==> src/tenyrPkg.sv <==
package tenyrPkg;

    typedef logic [31:0] word_t;   // Data and address word
    typedef logic [3:0]  regIdx_t;

    typedef enum logic [3:0] {
        OP_OR    = 4'd0,
        OP_AND   = 4'd1,
        OP_ADD   = 4'd2,
        OP_MUL   = 4'd3,
        OP_RSV4  = 4'd4,   // Reserved
        OP_SHL   = 4'd5,
        OP_LT    = 4'd6,
        OP_EQ    = 4'd7,
        OP_GT    = 4'd8,
        OP_ANDN  = 4'd9,
        OP_XOR   = 4'd10,
        OP_SUB   = 4'd11,
        OP_XNOR  = 4'd12,
        OP_SHR   = 4'd13,
        OP_NE    = 4'd14,
        OP_RSV15 = 4'd15   // Reserved
    } aluOp_e;

    typedef enum logic [1:0] {
        PH_FETCH = 2'd0,
        PH_EXEC  = 2'd1,
        PH_WRITE = 2'd2
    } phase_e;

    // Index that reads as the program counter plus one
    localparam regIdx_t PC_INDEX = 4'd15;

    // Instruction word layout
    localparam int TYPE_BIT  = 30;
    localparam int STORE_BIT = 29;
    localparam int DEREF_BIT = 28;
    localparam int Z_LSB     = 24;
    localparam int X_LSB     = 20;
    localparam int Y_LSB     = 16;
    localparam int OP_LSB    = 12;
    localparam int IMM_WIDTH = 12;   // Low bits, sign-extended

endpackage

==> src/decodeIf.sv <==
`timescale 1ns/1ps

interface decodeIf;
    import tenyrPkg::*;

    regIdx_t indexZ;     // Destination, or store operand
    regIdx_t indexX;
    regIdx_t indexY;
    aluOp_e  op;
    word_t   imm;        // Already sign-extended
    logic    immType;    // Immediate takes the Y operand slot
    logic    storing;
    logic    derefRhs;   // Right-hand side goes through memory
    logic    branch;     // Result lands in the program counter
    logic    illegal;

    modport producer (
        output indexZ, indexX, indexY,
        output op, imm,
        output immType, storing, derefRhs, branch, illegal
    );

    modport consumer (
        input indexZ, indexX, indexY,
        input op, imm,
        input immType, storing, derefRhs, branch, illegal
    );

endinterface

==> src/insnDecoder.sv <==
`timescale 1ns/1ps

module insnDecoder (
    input  tenyrPkg::word_t insn,
    decodeIf.producer       dec
);
    import tenyrPkg::*;

    localparam int IDX_W  = $bits(regIdx_t);
    localparam int WORD_W = $bits(word_t);

    logic [IMM_WIDTH-1:0] immField;
    regIdx_t              fieldZ;

    // Flag bits
    assign dec.immType  = insn[TYPE_BIT];
    assign dec.storing  = insn[STORE_BIT];
    assign dec.derefRhs = insn[DEREF_BIT];

    // Register indices and opcode
    assign fieldZ       = insn[Z_LSB +: IDX_W];
    assign dec.indexZ   = fieldZ;
    assign dec.indexX   = insn[X_LSB +: IDX_W];
    assign dec.indexY   = insn[Y_LSB +: IDX_W];
    assign dec.op       = aluOp_e'(insn[OP_LSB +: 4]);

    // Immediate with its top bit copied upward
    assign immField     = insn[IMM_WIDTH-1:0];
    assign dec.imm      = {{(WORD_W - IMM_WIDTH){immField[IMM_WIDTH-1]}}, immField};

    assign dec.illegal  = &insn;   // All-ones word stops the core
    assign dec.branch   = (fieldZ == PC_INDEX) && !insn[STORE_BIT];

endmodule

==> src/aluExecutor.sv <==
`timescale 1ns/1ps

module aluExecutor (
    input  logic            clk,
    input  logic            reset_n,
    input  logic            load,
    decodeIf.consumer       dec,
    input  tenyrPkg::word_t valueX,
    input  tenyrPkg::word_t valueY,
    output tenyrPkg::word_t rhs
);
    import tenyrPkg::*;

    word_t operand;
    word_t addend;
    word_t opResult;
    logic  bigShift;

    // Immediate and Y swap roles with the type bit
    assign operand  = dec.immType ? dec.imm : valueY;
    assign addend   = dec.immType ? valueY : dec.imm;
    assign bigShift = |operand[31:5];   // Amount of 32 or more

    always_comb begin
        case (dec.op)
            OP_OR:   opResult = valueX | operand;
            OP_AND:  opResult = valueX & operand;
            OP_ADD:  opResult = valueX + operand;
            OP_MUL:  opResult = valueX * operand;   // Low 32 bits
            OP_SHL:  opResult = bigShift ? '0 : valueX << operand[4:0];
            OP_LT:   opResult = {32{$signed(valueX) < $signed(operand)}};
            OP_EQ:   opResult = {32{valueX == operand}};
            OP_GT:   opResult = {32{$signed(valueX) > $signed(operand)}};
            OP_ANDN: opResult = valueX & ~operand;
            OP_XOR:  opResult = valueX ^ operand;
            OP_SUB:  opResult = valueX - operand;
            OP_XNOR: opResult = valueX ^ ~operand;
            OP_SHR:  opResult = bigShift ? '0 : valueX >> operand[4:0];
            OP_NE:   opResult = {32{valueX != operand}};
            default: opResult = '0;   // OP_RSV4 and OP_RSV15
        endcase
    end

    // Captured at the edge that ends EXEC
    always_ff @(posedge clk) begin
        if (!reset_n) begin
            rhs <= '0;
        end else if (load) begin
            rhs <= opResult + addend;
        end
    end

endmodule

==> src/regFile.sv <==
`timescale 1ns/1ps

module regFile (
    input  logic            clk,
    input  logic            reset_n,
    input  logic            writeEn,
    input  tenyrPkg::word_t pc,
    input  tenyrPkg::word_t writeData,
    decodeIf.consumer       dec,
    output tenyrPkg::word_t valueZ,
    output tenyrPkg::word_t valueX,
    output tenyrPkg::word_t valueY
);
    import tenyrPkg::*;

    word_t regs [1:14];   // r0 and r15 have no storage
    logic  writable;

    function automatic word_t readReg(regIdx_t idx);
        word_t value;
        if (idx == '0) begin
            value = '0;
        end else if (idx == PC_INDEX) begin
            value = pc + 1;   // Address of the next instruction
        end else begin
            value = regs[idx];
        end
        return value;
    endfunction

    always_comb begin
        valueZ = readReg(dec.indexZ);
        valueX = readReg(dec.indexX);
        valueY = readReg(dec.indexY);
    end

    assign writable = (dec.indexZ != '0) && (dec.indexZ != PC_INDEX);

    always_ff @(posedge clk) begin
        if (!reset_n) begin
            for (int i = 1; i <= 14; i++) begin
                regs[i] <= '0;
            end
        end else if (writeEn && writable) begin
            regs[dec.indexZ] <= writeData;
        end
    end

endmodule

==> src/tenyrCore.sv <==
`timescale 1ns/1ps

module tenyrCore #(
    parameter tenyrPkg::word_t RESET_VECTOR = '0
) (
    input  logic            clk,
    input  logic            reset_n,
    input  logic            enable,
    input  tenyrPkg::word_t iData,
    input  tenyrPkg::word_t dDataIn,
    output tenyrPkg::word_t iAddr,
    output tenyrPkg::word_t dAddr,
    output tenyrPkg::word_t dDataOut,
    output logic            dWrite,
    output logic            halt
);
    import tenyrPkg::*;

    phase_e phase;
    logic   run;
    logic   execLoad;
    logic   regWrite;
    logic   loading;
    word_t  valueZ;
    word_t  valueX;
    word_t  valueY;
    word_t  execRhs;
    word_t  rhsValue;

    decodeIf dec ();

    // Decode runs straight off the fetched word
    insnDecoder decoder (
        .insn (iData),
        .dec  (dec)
    );

    aluExecutor executor (
        .clk     (clk),
        .reset_n (reset_n),
        .load    (execLoad),
        .dec     (dec),
        .valueX  (valueX),
        .valueY  (valueY),
        .rhs     (execRhs)
    );

    regFile registers (
        .clk       (clk),
        .reset_n   (reset_n),
        .writeEn   (regWrite),
        .pc        (iAddr),
        .writeData (rhsValue),
        .dec       (dec),
        .valueZ    (valueZ),
        .valueX    (valueX),
        .valueY    (valueY)
    );

    assign run      = enable && !halt;   // A halted core never advances
    assign execLoad = run && (phase == PH_EXEC);
    assign regWrite = run && (phase == PH_WRITE) && !dec.storing;

    // Load result comes back from data memory
    assign loading  = dec.derefRhs && !dec.storing;
    assign rhsValue = loading ? dDataIn : execRhs;

    // Deref selects which side is the address
    assign dAddr    = dec.derefRhs ? execRhs : valueZ;
    assign dDataOut = dec.derefRhs ? valueZ : execRhs;
    assign dWrite   = run && (phase == PH_WRITE) && dec.storing;

    always_ff @(posedge clk) begin
        if (!reset_n) begin
            phase <= PH_FETCH;
            iAddr <= RESET_VECTOR;
            halt  <= 1'b0;
        end else if (run) begin
            case (phase)
                PH_FETCH: begin
                    phase <= PH_EXEC;
                end
                PH_EXEC: begin
                    phase <= PH_WRITE;
                    halt  <= dec.illegal;   // Blocks the following WRITE
                end
                PH_WRITE: begin
                    phase <= PH_FETCH;
                    iAddr <= dec.branch ? rhsValue : iAddr + 1;
                end
                default: begin
                    phase <= PH_FETCH;
                end
            endcase
        end
    end

endmodule

==> config.mk <==
export PLATFORM = sky130hd
export DESIGN_NAME = tenyrCore
export DESIGN_NICKNAME = d
export VERILOG_FILES = /design/src/tenyrPkg.sv /design/src/decodeIf.sv /design/src/insnDecoder.sv /design/src/aluExecutor.sv /design/src/regFile.sv /design/src/tenyrCore.sv
export SDC_FILE = /design/constraint.sdc
export NUM_CORES = 2
export LEC_CHECK = 0
export BUFFER_PORTS_ARGS = -buffer_cell sky130_fd_sc_hd__buf_2
export CORE_MARGIN = 5
export CORE_UTILIZATION = 43
export CTS_BUF_LIST = sky130_fd_sc_hd__clkbuf_8
export CTS_CLUSTER_SIZE = 30
export DETAILED_ROUTE_END_ITERATION = 6
export PLACE_DENSITY = 0.57
export SETUP_SLACK_MARGIN = 0.1
export SKIP_CTS_REPAIR_TIMING = 1
export SLEW_MARGIN = 0
export SYNTH_ARGS = -nofsm -noshare
export SYNTH_HDL_FRONTEND = slang
export SYNTH_SLANG_ARGS = --single-unit
export TNS_END_PERCENT = 10
==> constraint.sdc <==
create_clock -name clk -period 13.7 [get_ports clk]
set_input_delay 2.055 -clock clk [delete_from_list [all_inputs] [get_ports clk]]
set_output_delay 2.055 -clock clk [all_outputs]
set_load 0.05 [all_outputs]
==> impl_metrics.yaml <==
timing:
  worst-slew-pin-transition_ns: 1.412
  unrepaired_setup_endpoints_after_global_routing: "no"
  timing.setup.tns_ns: 0
  skew_ns: 0.09161
  worst_hold_slack_ns: 0.5091
  timing.slew.headroom: 0.04884
  hold_viol_final: 0
  max_clock_freq_mhz: 77.65
  period_utilisation_layout: 0.9400
  setup_viol: 0
  slew_viol_final: 0
  post-route-worst-setup-slack_ns: 0.8225
  timing.final.crit_period_ns: 12.88
clock_tree:
  cts.sinks: 575
  number_of_levels_in_the_clock_h_tree: 3
  cts_bufs_inserted: 103
  clock_path_buffers: 3
  tritoncts_clock_tree: "done"
  path_clk_slew_ns: 0.06
  cts_root_buf: "sky130_fd_sc_hd__clkbuf_8"
  insertion_delay_ns: 0.86
route:
  drc_violations_left: 0
  wire_per_inst_um: 34.59
  vias: 55924
  drt-initial-drc-count: 8522
  routed_wl_um: 293200
  avgViaCountPerCell: 6.598
  drt_pass1_iterations: 6
  postRouteAntennaNets: 0
floorplanning:
  placementRows: 138
  floorplan.initialDensity: 0.4333
  fp.coreArea_um2: 141900
  die_width_um: 388.2
  ioPinCount: 165
  floorplan_die_height_um: 388.2
  die_area_um2: 150700
placed_design:
  dp_hpwl_um: 212700
  numPortBuffers: 164
  place_ws_ns: 0.2355
  gp_congestion: 1.050
  postPlaceCellArea_um2: 65770
  numPlacedInstances: 8281
worst_setup_path:
  worst-endpoint-arrival_ns: 13.55
  reg2reg_depth: 44
  max_stage_delay_ns: 0.64
  crit_top_cell: "sky130_fd_sc_hd__fa_1"
  crit-reg2reg-launch: "iAddr[0]$_SDFFE_PN0P_"
  worst_path_dominant_cell_family: "adder cells"
  path_buf_inv: 9
  crit_start: "iData[19]"
  slowest_stage: "sky130_fd_sc_hd__nor2b_1"
  worstSetupPathType: "input port to flip-flop"
  worst-endpoint-required_ns: 14.38
  largest_fanout_on_the_critical_path: 22
  worstSetupEndpointType: "flip-flop"
  setup.worst_path.start_class: "input port"
  crit_cells: 47
power:
  peakVddDrop_uv: 812.3
  overall_power_consumption_mw: 17.44
  power.leakage_nw: 27.95
  power_density_nw_per_um2: 257.1
worst_hold_path:
  worstHoldPathType: "flip-flop to flip-flop"
  hold_path_depth: 2
  hp-start: "executor.rhs[0]$_SDFFE_PN0P_"
grt:
  use_met3: 0.09455
  groute.layer.met1.usage: 0.4891
  maximum_number_of_pins_on_one_net_before_global_route_repair: 94
  grt_antenna_before_repair: 15
  global_route.usage.met2: 0.5844
  grt.overflow.total: 0
  grt_first_pass_wirelength_um: 409100
  vias_in_the_first_global_route: 54304
  track_usage: 0.3779
  busiest_layer: "met2"
logic_synthesis:
  synthesis.yosys.warnings: 0
  synthesis.area_per_instance_um2: 9.702
  cell_taking_the_most_area_after_synthesis: "sky130_fd_sc_hd__edfxtp_1"
  synth.cell_area_um2: 61500
  asyncSetResetFlopFracSynth: 0
  synth_seq_area_share: 0.2698
  ys_seq_elements: 575
  area_contributors_post_synth: "sky130_fd_sc_hd__edfxtp_1 (25%), sky130_fd_sc_hd__mux4_2 (14%), sky130_fd_sc_hd__fa_1 (13%), sky130_fd_sc_hd__nor2_1 (5.8%), sky130_fd_sc_hd__ha_1 (5.1%)"
  synth.cells.most_frequent: "sky130_fd_sc_hd__nor2_1 (944), sky130_fd_sc_hd__nand2_1 (686), sky130_fd_sc_hd__inv_1 (584)"
  synth_top_area_share: 0.2480
  synth_cells: 6339
  main_synth_ff_type: "sky130_fd_sc_hd__edfxtp_1"
  synth.most_common_cell: "sky130_fd_sc_hd__nor2_1"
  synth_enable_flop_cells: 508
  netlist-cell-type-count: 108
run_status:
  outcome: "finished, final reports clean"
finish:
  drive_gt1_frac: 0.1846
  final_core_utilization: 0.4779
  stdcell_area_um2: 67830
  area_delta_synth_final_pct: 10.29
  fin_cells: 8476
  num-nets-final: 7225
flow_run:
  maxCapViolCount: 0
## per-layer routing
layer,up-vias,share of wire
met4,4,0.069
met2,4255,0.44
met5,-,0.000072
li1,22607,-
met1,28141,0.37
met3,917,0.12
## state kept, by name (all words and copies together), names as in the netlist
register / flops
registers.regs: 508
executor.rhs: 32
iAddr: 32
phase: 2
halt: 1
## layout make-up
class | instances | area (um2)
Tap cell | 1890 | 2365
Clock inverter | 81 | 546.8
Sequential cell | 575 | 16600
Antenna cell | 5 | 12.51
Multi-Input combinational cell | 4705 | 41010
Fill cell | 13613 | 74100
Timing Repair Buffer | 502 | 3515
Inverter | 609 | 2286
Clock buffer | 109 | 1500
## final timing paths
path | endpoint | slack (ns)
hold reg to reg | executor.rhs[0]$_SDFFE_PN0P_ | 0.51
setup reg to reg | executor.rhs[31]$_SDFFE_PN0P_ | 1.25
hold / removal | executor.rhs[0]$_SDFFE_PN0P_ | 0.51
setup / recovery | executor.rhs[31]$_SDFFE_PN0P_ | 0.82
## kinds of logic after synthesis
family	synth area share
other cells	0.00006097
buf+inv	0.07354
flops	0.2698
simple gates	0.1425
xor+xnor	0.02850
fa+ha+maj	0.1848
compound gates	0.1234
mux	0.1773
## where the power goes
group	switching, mW	internal [mW]	total [mW]
Sequential	0.0840	2.00	2.08
Combinational	8.27	5.39	13.7
Clock	0.839	0.858	1.70
## worst reg2reg max path: cells and delay by family (launching register included)
family	cells	cell delay (ns)
buffers and inverters	5	0.77
AOI/OAI and AO/OA	18	3.55
and+or+nand+nor	7	1.95
adders and majority gates	11	4.60
DFF	1	0.60
xor gates and xnor gates	3	0.83
## placed cells by master, fill, tap and decap left out, types with 61 or more instances in the layout
| cell type | count |
|---|---|
| sky130_fd_sc_hd__a21oi_1 | 274 |
| sky130_fd_sc_hd__buf_2 | 153 |
| sky130_fd_sc_hd__buf_4 | 335 |
| sky130_fd_sc_hd__clkbuf_8 | 110 |
| sky130_fd_sc_hd__dfxtp_1 | 67 |
| sky130_fd_sc_hd__edfxtp_1 | 508 |
| sky130_fd_sc_hd__fa_1 | 411 |
| sky130_fd_sc_hd__ha_1 | 251 |
| sky130_fd_sc_hd__inv_1 | 614 |
| sky130_fd_sc_hd__mux2_2 | 61 |
| sky130_fd_sc_hd__mux2i_1 | 142 |
| sky130_fd_sc_hd__mux4_2 | 389 |
| sky130_fd_sc_hd__nand2_1 | 661 |
| sky130_fd_sc_hd__nand3_1 | 84 |
| sky130_fd_sc_hd__nor2_1 | 941 |
| sky130_fd_sc_hd__o21ai_0 | 270 |
| sky130_fd_sc_hd__xnor2_1 | 128 |
(Power assumes the default switching activity.)
